===== config.mk =====
export PLATFORM = sky130hd
export DESIGN_NAME = spi_master
export DESIGN_NICKNAME = d
export VERILOG_FILES = /design/src/spi_pkg.sv /design/src/spi_config_regs.sv /design/src/spi_clock_gen.sv /design/src/spi_shift_register.sv /design/src/spi_transfer_engine.sv /design/src/spi_master.sv
export SDC_FILE = /design/constraint.sdc
export NUM_CORES = 1
export LEC_CHECK = 0
export ABC_AREA = 1
export BUFFER_PORTS_ARGS = -buffer_cell sky130_fd_sc_hd__buf_2
export CAP_MARGIN = 25
export CORE_ASPECT_RATIO = 2
export CORE_MARGIN = 1.5
export CORE_UTILIZATION = 45
export DETAILED_ROUTE_END_ITERATION = 10
export PLACE_DENSITY = 0.65
export SLEW_MARGIN = 30
export SYNTH_ARGS = -nofsm -noshare
export SYNTH_HDL_FRONTEND = slang
export SYNTH_SLANG_ARGS = --single-unit

===== constraint.sdc =====
create_clock -name clock -period 8.25 [get_ports clock]
set_input_delay 0.4125 -clock clock [delete_from_list [all_inputs] [get_ports clock]]
set_output_delay 0.4125 -clock clock [all_outputs]
set_load 0.05 [all_outputs]

===== src/spi_pkg.sv =====
/*
 * SPI master shared definitions
 * Register word layouts, the control register decode, the configuration
 * bundle handed to the datapath and the register map
 */
package spi_pkg;

    // Every register and every transmit or receive word is one 32-bit word
    typedef logic [31:0] spi_word_t;

    typedef logic [3:0] spi_address_t;

    // Control register layout with the start bit in bit 0
    // ss_polarity set means the select line is active high, clear means active low
    // latching_edge clear samples on the leading SCLK edge, set on the trailing one
    // Half an SCLK period lasts divider+1 clock cycles
    // A transfer moves length+1 bits
    typedef struct packed {
        logic [17:0] spare;
        logic [4:0]  length;
        logic [2:0]  divider;
        logic        latching_edge;
        logic        clock_polarity;
        logic        ss_polarity;
        logic        length_select;
        logic        periodic_enable;
        logic        start;
    } spi_ctrl_t;

    // A written word is decoded as control fields at the control address
    // and taken as raw data at every other address
    typedef union packed {
        spi_ctrl_t ctrl;
        spi_word_t raw;
    } spi_write_word_u;

    // Register map, transmit word of channel i lives at spi_addr_tx_base + i
    localparam spi_address_t spi_addr_ctrl    = 4'd0;
    localparam spi_address_t spi_addr_period  = 4'd1;
    localparam spi_address_t spi_addr_tx_base = 4'd2;

    // Stored configuration that steers the datapath
    // The period counts clock cycles between automatic starts
    typedef struct packed {
        spi_word_t  period;
        logic [4:0] length;
        logic [2:0] divider;
        logic       latching_edge;
        logic       clock_polarity;
        logic       ss_polarity;
        logic       length_select;
        logic       periodic_enable;
    } spi_config_t;

endpackage


===== src/spi_config_regs.sv =====
/*
 * SPI master register block
 * Decodes plain register writes into the configuration bundle and the
 * per-channel transmit words, and turns the control start bit into a pulse
 */
`timescale 1ns/1ps

module spi_config_regs #(
    parameter int N_CHANNELS = 3
) (
    input  logic                     clock,
    input  logic                     reset,
    input  logic                     reg_write,
    input  spi_pkg::spi_address_t    reg_address,
    input  spi_pkg::spi_write_word_u reg_write_data,
    output spi_pkg::spi_config_t     spi_config,
    output spi_pkg::spi_word_t       tx_words [N_CHANNELS],
    output logic                     start_request
);
    import spi_pkg::*;

    always_ff @(posedge clock) begin
        if (!reset) begin
            spi_config    <= '0;
            start_request <= 1'b0;
            for (int i = 0; i < N_CHANNELS; i++) begin
                tx_words[i] <= '0;
            end
        end else begin
            // The start bit only ever lives for one cycle
            start_request <= 1'b0;
            if (reg_write) begin
                if (reg_address == spi_addr_ctrl) begin
                    spi_config.periodic_enable <= reg_write_data.ctrl.periodic_enable;
                    spi_config.length_select   <= reg_write_data.ctrl.length_select;
                    spi_config.ss_polarity     <= reg_write_data.ctrl.ss_polarity;
                    spi_config.clock_polarity  <= reg_write_data.ctrl.clock_polarity;
                    spi_config.latching_edge   <= reg_write_data.ctrl.latching_edge;
                    spi_config.divider         <= reg_write_data.ctrl.divider;
                    spi_config.length          <= reg_write_data.ctrl.length;
                    start_request              <= reg_write_data.ctrl.start;
                end else if (reg_address == spi_addr_period) begin
                    spi_config.period <= reg_write_data.raw;
                end else begin
                    for (int i = 0; i < N_CHANNELS; i++) begin
                        if (reg_address == spi_address_t'(spi_addr_tx_base + i)) begin
                            tx_words[i] <= reg_write_data.raw;
                        end
                    end
                end
            end
        end
    end

    // Software must never aim a write past the last transmit word
    write_in_map: assert property (
        @(posedge clock) disable iff (!reset)
        reg_write |-> (reg_address < spi_addr_tx_base + N_CHANNELS)
    );

endmodule


===== src/spi_clock_gen.sv =====
/*
 * SPI clock generator
 * Divides the system clock into SCLK and flags the leading and trailing
 * SCLK edges with one-cycle pulses
 */
`timescale 1ns/1ps

module spi_clock_gen (
    input  logic       clock,
    input  logic       reset,
    input  logic       enable,
    input  logic [2:0] divider,
    input  logic       clock_polarity,
    output logic       sclk,
    output logic       leading_edge,
    output logic       trailing_edge
);

    logic [2:0] half_count;
    logic       active_phase;
    logic       half_end;

    // A half period lasts divider+1 cycles
    assign half_end = (half_count == divider);

    always_ff @(posedge clock) begin
        if (!reset) begin
            half_count    <= '0;
            active_phase  <= 1'b0;
            leading_edge  <= 1'b0;
            trailing_edge <= 1'b0;
        end else if (!enable) begin
            // Park at the idle level so the next transfer starts with a full half period
            half_count    <= '0;
            active_phase  <= 1'b0;
            leading_edge  <= 1'b0;
            trailing_edge <= 1'b0;
        end else begin
            leading_edge  <= half_end && !active_phase;
            trailing_edge <= half_end && active_phase;
            if (half_end) begin
                half_count   <= '0;
                active_phase <= !active_phase;
            end else begin
                half_count <= half_count + 3'd1;
            end
        end
    end

    // The edge pulses line up with the cycle in which the new level shows on sclk
    assign sclk = active_phase ^ clock_polarity;

endmodule


===== src/spi_shift_register.sv =====
/*
 * SPI lane shift register
 * Sends one transmit word MSB first on MOSI and collects the MISO bits
 * right-aligned into a receive word
 */
`timescale 1ns/1ps

module spi_shift_register #(
    parameter int OUTPUT_WIDTH = 32
) (
    input  logic               clock,
    input  logic               reset,
    input  logic               load,
    input  spi_pkg::spi_word_t parallel_in,
    input  logic [4:0]         length,
    input  logic               shift,
    input  logic               sample,
    input  logic               miso,
    output logic               mosi,
    output spi_pkg::spi_word_t parallel_out
);
    import spi_pkg::*;

    spi_word_t               tx_shift;
    logic [OUTPUT_WIDTH-1:0] rx_shift;

    // Transmit side
    always_ff @(posedge clock) begin
        if (!reset) begin
            tx_shift <= '0;
        end else if (load) begin
            // Bit number length becomes bit 31, so it goes out first
            tx_shift <= parallel_in << (5'd31 - length);
        end else if (shift) begin
            tx_shift <= {tx_shift[30:0], 1'b0};
        end
    end

    assign mosi = tx_shift[31];

    // Receive side, the first bit received ends up as the highest of the word
    always_ff @(posedge clock) begin
        if (!reset) begin
            rx_shift <= '0;
        end else if (load) begin
            rx_shift <= '0;
        end else if (sample) begin
            rx_shift <= {rx_shift[OUTPUT_WIDTH-2:0], miso};
        end
    end

    assign parallel_out = spi_word_t'(rx_shift);

endmodule


===== src/spi_transfer_engine.sv =====
/*
 * SPI transfer engine
 * Runs each transfer from start to done: slave select, bit counting, shift
 * and sample strobes, the periodic start timer and the data_valid pulse
 */
`timescale 1ns/1ps

module spi_transfer_engine #(
    parameter int N_CHANNELS   = 3,
    parameter int OUTPUT_WIDTH = 32
) (
    input  logic                    clock,
    input  logic                    reset,
    input  spi_pkg::spi_config_t    spi_config,
    input  logic                    start_request,
    input  logic [4:0]              external_transfer_length,
    input  logic                    leading_edge,
    input  logic                    trailing_edge,
    input  spi_pkg::spi_word_t      lane_words [N_CHANNELS],
    output logic                    clock_enable,
    output logic                    load,
    output logic                    shift,
    output logic                    sample,
    output logic [4:0]              transfer_length,
    output logic                    ss,
    output logic                    data_valid,
    output logic [OUTPUT_WIDTH-1:0] data_out [N_CHANNELS]
);
    import spi_pkg::*;

    localparam logic [1:0] st_idle   = 2'd0;
    localparam logic [1:0] st_load   = 2'd1;
    localparam logic [1:0] st_run    = 2'd2;
    localparam logic [1:0] st_finish = 2'd3;

    logic [1:0] state;
    logic       ss_polarity_q;
    logic       latching_edge_q;
    logic [4:0] bit_count;
    spi_word_t  period_count;
    logic       periodic_tick;
    logic       start_now;
    logic       last_bit;

    // Periodic start timer, one tick every period cycles while enabled
    always_ff @(posedge clock) begin
        if (!reset) begin
            period_count  <= '0;
            periodic_tick <= 1'b0;
        end else if (!spi_config.periodic_enable) begin
            period_count  <= '0;
            periodic_tick <= 1'b0;
        end else if (period_count + 32'd1 >= spi_config.period) begin
            period_count  <= '0;
            periodic_tick <= 1'b1;
        end else begin
            period_count  <= period_count + 32'd1;
            periodic_tick <= 1'b0;
        end
    end

    // Starts outside idle are dropped
    assign start_now = (state == st_idle) && (start_request || periodic_tick);
    assign last_bit  = trailing_edge && (bit_count == transfer_length);

    always_ff @(posedge clock) begin
        if (!reset) begin
            state           <= st_idle;
            ss              <= 1'b1;
            ss_polarity_q   <= 1'b0;
            latching_edge_q <= 1'b0;
            transfer_length <= '0;
            bit_count       <= '0;
        end else begin
            case (state)
                st_idle: begin
                    // While idle the select follows the configured inactive level
                    ss <= start_now ? spi_config.ss_polarity : !spi_config.ss_polarity;
                    if (start_now) begin
                        ss_polarity_q   <= spi_config.ss_polarity;
                        latching_edge_q <= spi_config.latching_edge;
                        transfer_length <= spi_config.length_select ?
                                           external_transfer_length : spi_config.length;
                        state           <= st_load;
                    end
                end
                st_load: begin
                    bit_count <= '0;
                    state     <= st_run;
                end
                st_run: begin
                    if (last_bit) begin
                        ss    <= !ss_polarity_q;
                        state <= st_finish;
                    end else if (trailing_edge) begin
                        bit_count <= bit_count + 5'd1;
                    end
                end
                default: begin
                    state <= st_idle;
                end
            endcase
        end
    end

    // SCLK stops on the final trailing edge so no stray leading edge follows it
    assign clock_enable = (state == st_run) && !last_bit;
    assign load         = (state == st_load);

    // In trailing-edge mode the first bit is already on MOSI, so the first
    // leading edge must not shift
    assign shift  = (state == st_run) &&
                    (latching_edge_q ? (leading_edge && (bit_count != 5'd0)) : trailing_edge);
    assign sample = (state == st_run) && (latching_edge_q ? trailing_edge : leading_edge);

    assign data_valid = (state == st_finish);

    for (genvar i = 0; i < N_CHANNELS; i++) begin : g_data_out
        assign data_out[i] = lane_words[i][OUTPUT_WIDTH-1:0];
    end

    valid_single_cycle: assert property (
        @(posedge clock) disable iff (!reset)
        data_valid |=> !data_valid
    );

    ss_stable_in_run: assert property (
        @(posedge clock) disable iff (!reset)
        (state == st_run) |-> $stable(ss)
    );

endmodule


===== src/spi_master.sv =====
/*
 * Multi-channel SPI master
 * N_CHANNELS MOSI/MISO lane pairs share one SCLK and one slave select
 */
`timescale 1ns/1ps

module spi_master #(
    parameter int N_CHANNELS   = 3,
    parameter int OUTPUT_WIDTH = 32
) (
    input  logic                     clock,
    input  logic                     reset,
    input  logic                     reg_write,
    input  spi_pkg::spi_address_t    reg_address,
    input  spi_pkg::spi_write_word_u reg_write_data,
    input  logic [4:0]               external_transfer_length,
    input  logic                     miso [N_CHANNELS],
    output logic                     mosi [N_CHANNELS],
    output logic                     sclk,
    output logic                     ss,
    output logic                     data_valid,
    output logic [OUTPUT_WIDTH-1:0]  data_out [N_CHANNELS]
);
    import spi_pkg::*;

    spi_config_t spi_config;
    spi_word_t   tx_words [N_CHANNELS];
    spi_word_t   lane_words [N_CHANNELS];
    logic        start_request;
    logic        clock_enable;
    logic        leading_edge;
    logic        trailing_edge;
    logic        load;
    logic        shift;
    logic        sample;
    logic [4:0]  transfer_length;

    spi_config_regs #(
        .N_CHANNELS(N_CHANNELS)
    ) config_regs (
        .clock         (clock),
        .reset         (reset),
        .reg_write     (reg_write),
        .reg_address   (reg_address),
        .reg_write_data(reg_write_data),
        .spi_config    (spi_config),
        .tx_words      (tx_words),
        .start_request (start_request)
    );

    // SCLK idles at the configured polarity between transfers
    spi_clock_gen clock_gen (
        .clock         (clock),
        .reset         (reset),
        .enable        (clock_enable),
        .divider       (spi_config.divider),
        .clock_polarity(spi_config.clock_polarity),
        .sclk          (sclk),
        .leading_edge  (leading_edge),
        .trailing_edge (trailing_edge)
    );

    spi_transfer_engine #(
        .N_CHANNELS  (N_CHANNELS),
        .OUTPUT_WIDTH(OUTPUT_WIDTH)
    ) engine (
        .clock                   (clock),
        .reset                   (reset),
        .spi_config              (spi_config),
        .start_request           (start_request),
        .external_transfer_length(external_transfer_length),
        .leading_edge            (leading_edge),
        .trailing_edge           (trailing_edge),
        .lane_words              (lane_words),
        .clock_enable            (clock_enable),
        .load                    (load),
        .shift                   (shift),
        .sample                  (sample),
        .transfer_length         (transfer_length),
        .ss                      (ss),
        .data_valid              (data_valid),
        .data_out                (data_out)
    );

    // All lanes move in lockstep on the shared strobes
    for (genvar i = 0; i < N_CHANNELS; i++) begin : g_lanes
        spi_shift_register #(
            .OUTPUT_WIDTH(OUTPUT_WIDTH)
        ) lane (
            .clock       (clock),
            .reset       (reset),
            .load        (load),
            .parallel_in (tx_words[i]),
            .length      (transfer_length),
            .shift       (shift),
            .sample      (sample),
            .miso        (miso[i]),
            .mosi        (mosi[i]),
            .parallel_out(lane_words[i])
        );
    end

endmodule


### Yosys cells after proc, flatten, opt, wreduce, memory -nomap -nowiden

Cells that the tools add are included.

| operators by class | value |
|---|---|
| $add $sub $neg | 4 |
| $lt $le $gt $ge | 1 |
| eq/ne operators | 13 |
| shift operators | 3 |
| mux-type cells | 19 |
| bitwise operators | 6 |
| reductions and logical operators | 34 |

Operators by type and width:

| cell | number |
|---|---|
| 32-bit 2-to-1 mux | 6 |
| 32-bit by 5-bit left shift with 32-bit output | 3 |
| 32-bit by 1-bit adder with 32-bit output, second input constant | 1 |
| 32-bit greater-or-equal comparator | 1 |
| 5-bit 2-to-1 mux | 3 |
| 2-bit AND reduction | 6 |
| 4-bit AND reduction | 3 |
| 5-bit one-hot mux with 2 select lines | 1 |
| 3-bit AND reduction | 3 |
| 4-bit by 2-bit == test with 1-bit output, second input constant | 2 |
| 1-bit logical AND | 8 |
| 2-bit one-hot mux with 3 select lines | 1 |
| 2-bit nonzero test | 3 |
| 3-bit OR reduction | 2 |
| 5-bit by 1-bit adder with 5-bit output, second input constant | 1 |
| 5-bit == test | 1 |
| 1-bit 2-to-1 mux | 5 |
| 1-bit NOT | 5 |
| 5-bit nonzero test | 1 |
| 5-bit subtractor, first input constant | 1 |
| 2-bit == test, second input constant | 2 |
| 4-bit by 1-bit == test with 1-bit output, second input constant | 1 |
| 4-bit by 3-bit == test with 1-bit output, second input constant | 1 |
| 1-bit logical NOT | 4 |
| other kinds (12) | 15 |

| word-level totals | value |
|---|---|
| bits in registers | 388 |
| input bits | 47 |
| word-level logic and storage cells | 110 |

### Longest topological paths before layout

Gate-level depths: netlist (run 1).

| logic depth | value |
|---|---|
| word-level depth | 6 |
| mapped depth | 21 |
| mapped depth without buffers | 21 |

### Hierarchy

From an unflattened synthesis (run 1), not the netlist that was laid out.

| second synthesis, totals | value |
|---|---|
| cells, all modules | 3,693 |
| area, all modules | 23,364.9 um^2 |

Modules (own cells, without submodules):

| module | instances | cells an instance | area an instance (um^2) | seq. area each (um^2) |
|---|---|---|---|---|
| spi_shift_register | 3 | 667 | 4,095.2 | 1,281.2 |
| spi_config_regs | 1 | 992 | 6,493.7 | 2,842.7 |
| spi_transfer_engine | 1 | 665 | 4,314.1 | 960.9 |
| spi_clock_gen | 1 | 35 | 271.5 | 120.1 |

### Least setup slack after synthesis (run 1)

No wires, ideal clock.

| path | value |
|---|---|
| kind | register to register |
| start point | reg engine.period_count[0] |
| end point | reg engine.period_count[4] |
| data arrival time | 2.601 ns |
| data required time | 8.131 ns |
| slack | 5.530 ns |
| cell stages (with the launch flop) | 19 |
| path buffers | 1 |
| period minus slack after synthesis | 2.720 ns |
| path through | dfxtp_1 -> ha_1 -> nand2_1 -> nor2_4 -> nand2_2 -> nor2_4 -> nand4_1 -> nor2_1 -> xor2_1 -> inv_1 -> ha_1 -> nand2_1 -> nor2_1 -> nand4_1 -> nor2_1 -> nand4_1 -> nand4_1 -> buf_2 -> nor2_1 |

| between the ends | value |
|---|---|
| longest elaborated chain between the ends | 3 |

Ends and longest elaborated chain:

| element | line | text |
|---|---|---|
| from (decl) | spi_transfer_engine.sv:40 | `spi_word_t period_count;` |
| from (signal assigned) | spi_transfer_engine.sv:57 | `period_count <= period_count + 32'd1;` |
| 32-bit by 1-bit adder with 32-bit output * | spi_transfer_engine.sv:53, spi_transfer_engine.sv:57 |  |
| 32-bit greater-or-equal comparator | spi_transfer_engine.sv:53 | `end else if (period_count + 32'd1 >= spi_config.period) begin` |
| 3-bit OR reduction (no line) | n/a |  |

Every way passes the cells marked *; elsewhere a longest branch is shown, timed or not.
A chain may end at the register's enable or synchronous reset.

### Worst setup path after layout (run 1)

Same ends and word-level chain as after synthesis.

==> results.toml, run 1 <==
[synthesis]
synth_fp_nets = 3244
async_flop_share_pct = 0
ys_types = 43
synthMostInstantiatedCell = "nand3_1"
yosys_warnings = 0
postSynthAreaPerCell_sq_um = 6.56
synth_top_cells_by_area = "dfxtp_1 37%, nand3_1 14%, nand2_1 10%"
ys_seq_elements = 388
synthCells = 3157
synth-edff-count = 0
synth_area_sq_mm = 0.0207
ys.flop_type = "dfxtp_1"
synth_top_area_cell = "dfxtp_1"
yosysSeqAreaShare_pct = 37.5
synth_commonest_cells = "579 x nand3_1, 578 x nand2_1, 388 x dfxtp_1, 354 x o21ai_0, 299 x inv_1"
synth_top_area_share_pct = 37.5

[critical_path]
cp_max_fo = 32
worstSetupStartpointType = "register"
worstPathCellList = "ha_1 > nand2_1 > nor2_4 > nand2_2 > nor2_4 > nand4_1 > nor2_1 > xor2_1 > inv_1 > ha_1 > nand2_1 > nor2_1 > nand4_1 > nor2_1 > nand4_1 > nand4_1 > buf_4 > nor2_1"
crit_type = "register to register"
slowest_delay_ns = 0.41
cp_slowest_cell = "dfxtp_1"
cp-end-kind = "register"
crit_required_ns = 8.67
arrival_ns = 3.76

[cts]
cts_resized = 0
cts_hold_buf = 0
clkTransAtPathRegs_ns = 0.07
post_cts_buffers = 0
cts_buffer_depth = 3
clock_sinks = 388
cts_buffers = 37
cts_tree = "yes"
cts_root_buf = "clkbuf_16"
clk_latency_ns = 0.57
cts-htree-levels = 2

[timing]
maxSlewViolCount = 0
tns_ns = 0
timing.hold.ws_ns = 0.0991
min_period_ns = 3.34
finalCritPeriodShare_pct = 40.5
hold_viol = 0
relSlewSlack_pct = 35.4
rsz0062_at_grt = "false"
tightest_slew_ns = 0.969
skew_ns = 0.0222
timing.fmax_ghz = 0.300
finalSetupViolCount = 0

[routing]
ant_nets = 0
wl_per_cell_microns = 17.8
drcViolationCount = 0
dr.pass1.iters = 6
drt_iter0_markers = 1227
vias = 20900
viasPerCell = 5.58
drt_wl_total_mm = 66.6

[die]
num_rows = 111
start_util_pct = 45.4
io-pin-count = 149
fp.dieArea_sq_mm = 0.0474
die_h_microns = 306
core_sq_mm = 0.0457
die_w_microns = 155

[global_routing]
first_global_vias = 20200
antenna_found_initial = 3
gr-total-overflow = 0
grt_first_pass_wirelength_mm = 106
grtUsageTotal_pct = 28.0
grt_max_degree = 101

[layout]
finalNetCount = 3236
diodes = 0
fin_area_sq_mm = 0.0226
nFillCells = 4646
syn2layout_area_growth_pct = 9.16
layout-drive-gt1-share_pct = 8.44

[place]
place_area_sq_mm = 0.0214
place_congestion = 0.959
hpwl_mm = 47.9
port_buffers = 148

[run_status]
outcome = "finished clean"

[hold_path]
hp-class = "primary input to register"

[power_and_ir_drop]
power.leakage_uw = 0.00947
power_density_mw_per_mm2 = 214
peakVddDrop_mv = 0.191

[job]
maxCapViolCount = 0
-- worst max-delay path: cells and delay by family (launching register included) --
| family | cells | cell delay (ns) |
|---|---|---|
| adder cells (fa/ha/maj) | 2 | 0.50 |
| buffers and inverters | 2 | 0.41 |
| flip-flops | 1 | 0.41 |
| XOR/XNOR | 1 | 0.20 |
| AND/OR/NAND/NOR | 13 | 1.68 |
-- logic make-up (layout without fill, tap and decap cells) --
logic type                 count (synthesis)  count (layout)  synth area share (%)
buffers and inverters                    523             541                  10.4
xor gates and xnor gates                  27              27                  1.14
and+or+nand+nor                         1504            1504                  31.8
DFF                                      388             388                  37.5
AOI/OAI and AO/OA                        675             675                  16.7
adders and majority gates                 40              40                  2.42
-- path summary, 6_finish.rpt --
check                            startpoint                         endpoint  slack, ns  depth (start not counted)
setup / recovery     engine.period_count[0]           engine.period_count[4]       4.91                         18
hold / removal                      miso[1]  g_lanes[1].lane.parallel_out[0]        0.1                          3
setup reg to reg     engine.period_count[0]           engine.period_count[4]       4.91                         18
hold reg to reg   config_regs.spi_config[9]        config_regs.spi_config[9]       0.45                          2
-- final cells by class --
cell class / count / area, sq um / area share [%]
clock buffers: 49 / 1040 / 4.60
clock inverters: 16 / 211 / 0.935
inverters: 305 / 1140 / 5.06
multi-input cells: 2246 / 10800 / 47.8
flip-flops and latches: 388 / 7780 / 34.4
well taps: 565 / 707 / 3.12
repair buffers: 171 / 920 / 4.07
-- registers in the layout, indices dropped and copies added, names as in the netlist --
signal and flops:
config_regs.tx_words 96, g_lanes.lane.parallel_out 96, g_lanes.lane.tx_shift 96, config_regs.spi_config 45, engine.period_count 32, engine.bit_count 5, engine.transfer_length 5, clock_gen.half_count 3
engine.state 2, clock_gen.active_phase 1, clock_gen.leading_edge 1, clock_gen.trailing_edge 1, config_regs.start_request 1, engine.latching_edge_q 1, engine.periodic_tick 1, engine.ss 1
engine.ss_polarity_q 1
-- power by group --
| group | internal, uW | leakage (uW) | total [uW] | switching (uW) |
|---|---|---|---|---|
| clock network | 1020 | 0.000615 | 1800 | 777 |
| registers | 2020 | 0.00314 | 2100 | 81.3 |
| logic | 261 | 0.00571 | 944 | 682 |
-- per-stage QoR --
| step | power (uW) | utilization, % | worst slack (ns) | std cells |
|---|---|---|---|---|
| after floorplan | 2870 | - | 5.53 | 3157 |
| after global placement | 3060 | 46.7 | 5.04 | 3675 |
| after detailed placement | 3080 | 46.8 | 4.90 | 3675 |
| after CTS | 4880 | 49.5 | 4.87 | 3740 |
| after global routing | 5090 | 49.5 | 4.61 | 3740 |
| final | 4840 | 49.5 | 4.91 | 3740 |
-- per-layer routing --
| layer | share of wire (%) | GRT usage [%] | wire (microns) | up-vias |
|---|---|---|---|---|
| li1 | - | - | - | 10400 |
| met1 | 36 | 29.1 | 24200 | 9563 |
| met2 | 52 | 51.6 | 34400 | 639 |
| met3 | 4.6 | 3.97 | 3090 | 238 |
| met4 | 7.2 | 19.0 | 4790 | 6 |
| met5 | 0.057 | 0 | 38 | - |
-- cells in the final DEF, fill, tap and decap left out, drive strengths merged, types with 2 or more instances in the layout --
cell type  instances
nand2            582
nand3            579
dfxtp            388
o21ai            359
inv              305
a21oi            281
nor2             273
buf              171
clkbuf            49
ha                40
nand4             32
xor2              21
nor3              17
o211ai            15
or2               14
clkinv            10
xnor2              6
a31oi              6
bufinv             4
a21o               3
and3               3
a211oi             3
nand3b             2
o22ai              2
o21bai             2
clkinvlp           2
Power figures use the tool's default switching activity.
==> run 2: changes to the inputs <==
clock period = 3.4 ns   (was 8.25 ns; I/O delays follow)
==> results.toml, run 2 (synthesized netlist as in run 1, its figures left out) <==
[cts]
clock_sinks = 388
cts_root_buf = "clkbuf_16"
cts_buffers = 37
cts-htree-levels = 2
cts_tree = "yes"
clk_latency_ns = 0.56
cts_buffer_depth = 3
clkTransAtPathRegs_ns = 0.07

[die]
num_rows = 111
core_sq_mm = 0.0457
fp.dieArea_sq_mm = 0.0474
die_h_microns = 306
start_util_pct = 45.4
io-pin-count = 149
die_w_microns = 155

[routing]
drcViolationCount = 0
drt_wl_total_mm = 66.2
ant_nets = 0
wl_per_cell_microns = 17.6
viasPerCell = 5.60
drt_iter0_markers = 1448
dr.pass1.iters = 6
vias = 21100

[global_routing]
grt_max_degree = 113
gr-total-overflow = 0
first_global_vias = 20400
grt_first_pass_wirelength_mm = 105
grtUsageTotal_pct = 27.6
antenna_found_initial = 1

[critical_path]
timing.critical_path.mode_cell = "nand4_1"
crit_type = "register to register"
cp-end-kind = "register"
cp_slowest_cell = "dfxtp_1"
worstPathCellList = "nand2_1 > nor3_1 > nand4_1 > nor3_1 > nand3_1 > nand2_1 > inv_1 > ha_1 > nand2_1 > nor2_1 > nand4_1 > nor2_2 > nand4_1 > nand4_1 > buf_12 > nor2_1"
crit_required_ns = 3.82
slowest_delay_ns = 0.43
worstSetupStartpointType = "register"
cp_max_fo = 32
arrival_ns = 3.61

[timing]
rsz0062_at_grt = "false"
hold_viol = 0
finalSetupViolCount = 0
skew_ns = 0.0230
relSlewSlack_pct = 32.6
maxSlewViolCount = 0
tns_ns = 0
finalCritPeriodShare_pct = 93.7
tightest_slew_ns = 1.01
min_period_ns = 3.19
timing.fmax_ghz = 0.314

[place]
port_buffers = 148
hpwl_mm = 47.8
place_congestion = 0.910

[run_status]
outcome = "finished clean"

[layout]
finalNetCount = 3262
seqCellArea_sq_mm = 0.00778
nFillCells = 4676
multi_input_area_sq_mm = 0.0108
layout_common_cells = "577 x nand2_1, 576 x nand3_1, 383 x dfxtp_1"
mostFrequentLayoutCell = "nand2_1"
layout-drive-gt1-share_pct = 8.81
syn2layout_area_growth_pct = 11.0

[power_and_ir_drop]
power_density_mw_per_mm2 = 515
fin_total_pwr_uw = 11800
peakVddDrop_mv = 0.488
power.leakage_uw = 0.00964

[hold_path]
hp-class = "primary input to register"

[job]
maxCapViolCount = 0
## run 2: changes by cell type in the layout (fill, tap and decap cells not counted), moves of 2 or more
cell / before / now
buf_12: 0 / 13
clkbuf_1: 5 / 8
dlygate4sd3_1: 0 / 13
clkbuf_8: 7 / 9
clkinvlp_4: 2 / 0
clkinv_8: 2 / 0
diode_2: 0 / 2
## run 2: final cells by class
class | count | share of cell area [%]
clock inverters | 12 | 0.685
flip-flops and latches | 388 | 33.8
inverters | 305 | 4.98
multi-input cells | 2246 | 47.0
diodes | 2 | 0.0218
repair buffers | 197 | 5.69
well taps | 565 | 3.07
clock buffers | 54 | 4.69
## run 2: where the power goes
| group | total [uW] | switching (uW) | internal, uW |
|---|---|---|---|
| registers | 5090 | 187 | 4910 |
| logic | 2430 | 1720 | 709 |
| clock network | 4310 | 1860 | 2450 |
## run 2: metal layers
metal | vias up | wire length, microns | GRT usage (%)
li1 | 10500 | - | -
met1 | 9762 | 23700 | 28.5
met2 | 658 | 34800 | 51.8
met3 | 218 | 3290 | 3.54
met4 | 0 | 4450 | 18.0
met5 | - | 0 | 0
## run 2: repair_timing
action                                 4_1_cts  5_1_grt
resized for setup                            0        3
setup buffers                                0        2
hold buffers                                13        0
endpoints found under the hold margin       16        0
setup endpoints to repair                    0       32
## run 2: worst max-delay path, delay by kind of cell (launching register included)
family,cells,cell delay [ns]
fa+ha+maj,1,0.28
simple gates,13,2.09
buf+inv,2,0.25
flops,1,0.43
## run 2: worst paths after layout
check,start,endpoint,slack (ns),depth (start not counted)
worst min-delay path,reg_write_data[13],config_regs.tx_words[45],0.02,3
worst min register to register,config_regs.tx_words[95],config_regs.tx_words[95],0.45,2
worst max register to register,engine.period_count[17],engine.period_count[4],0.21,16
worst max-delay path,engine.period_count[17],engine.period_count[4],0.21,16
## run 2: per-stage QoR
stage	setup slack [ns]	hold WS, ns	std cells	util [%]	area, sq um
after CTS	0.158	0.00639	3764	50.3	23000
after floorplan	0.680	0.289	3157	-	20700
final	0.214	0.0223	3769	50.4	23000
after global placement	0.282	0.425	3685	47.3	21600
after global routing	0.0349	0.0284	3767	50.3	23000
after detailed placement	0.194	0.431	3685	47.3	21600
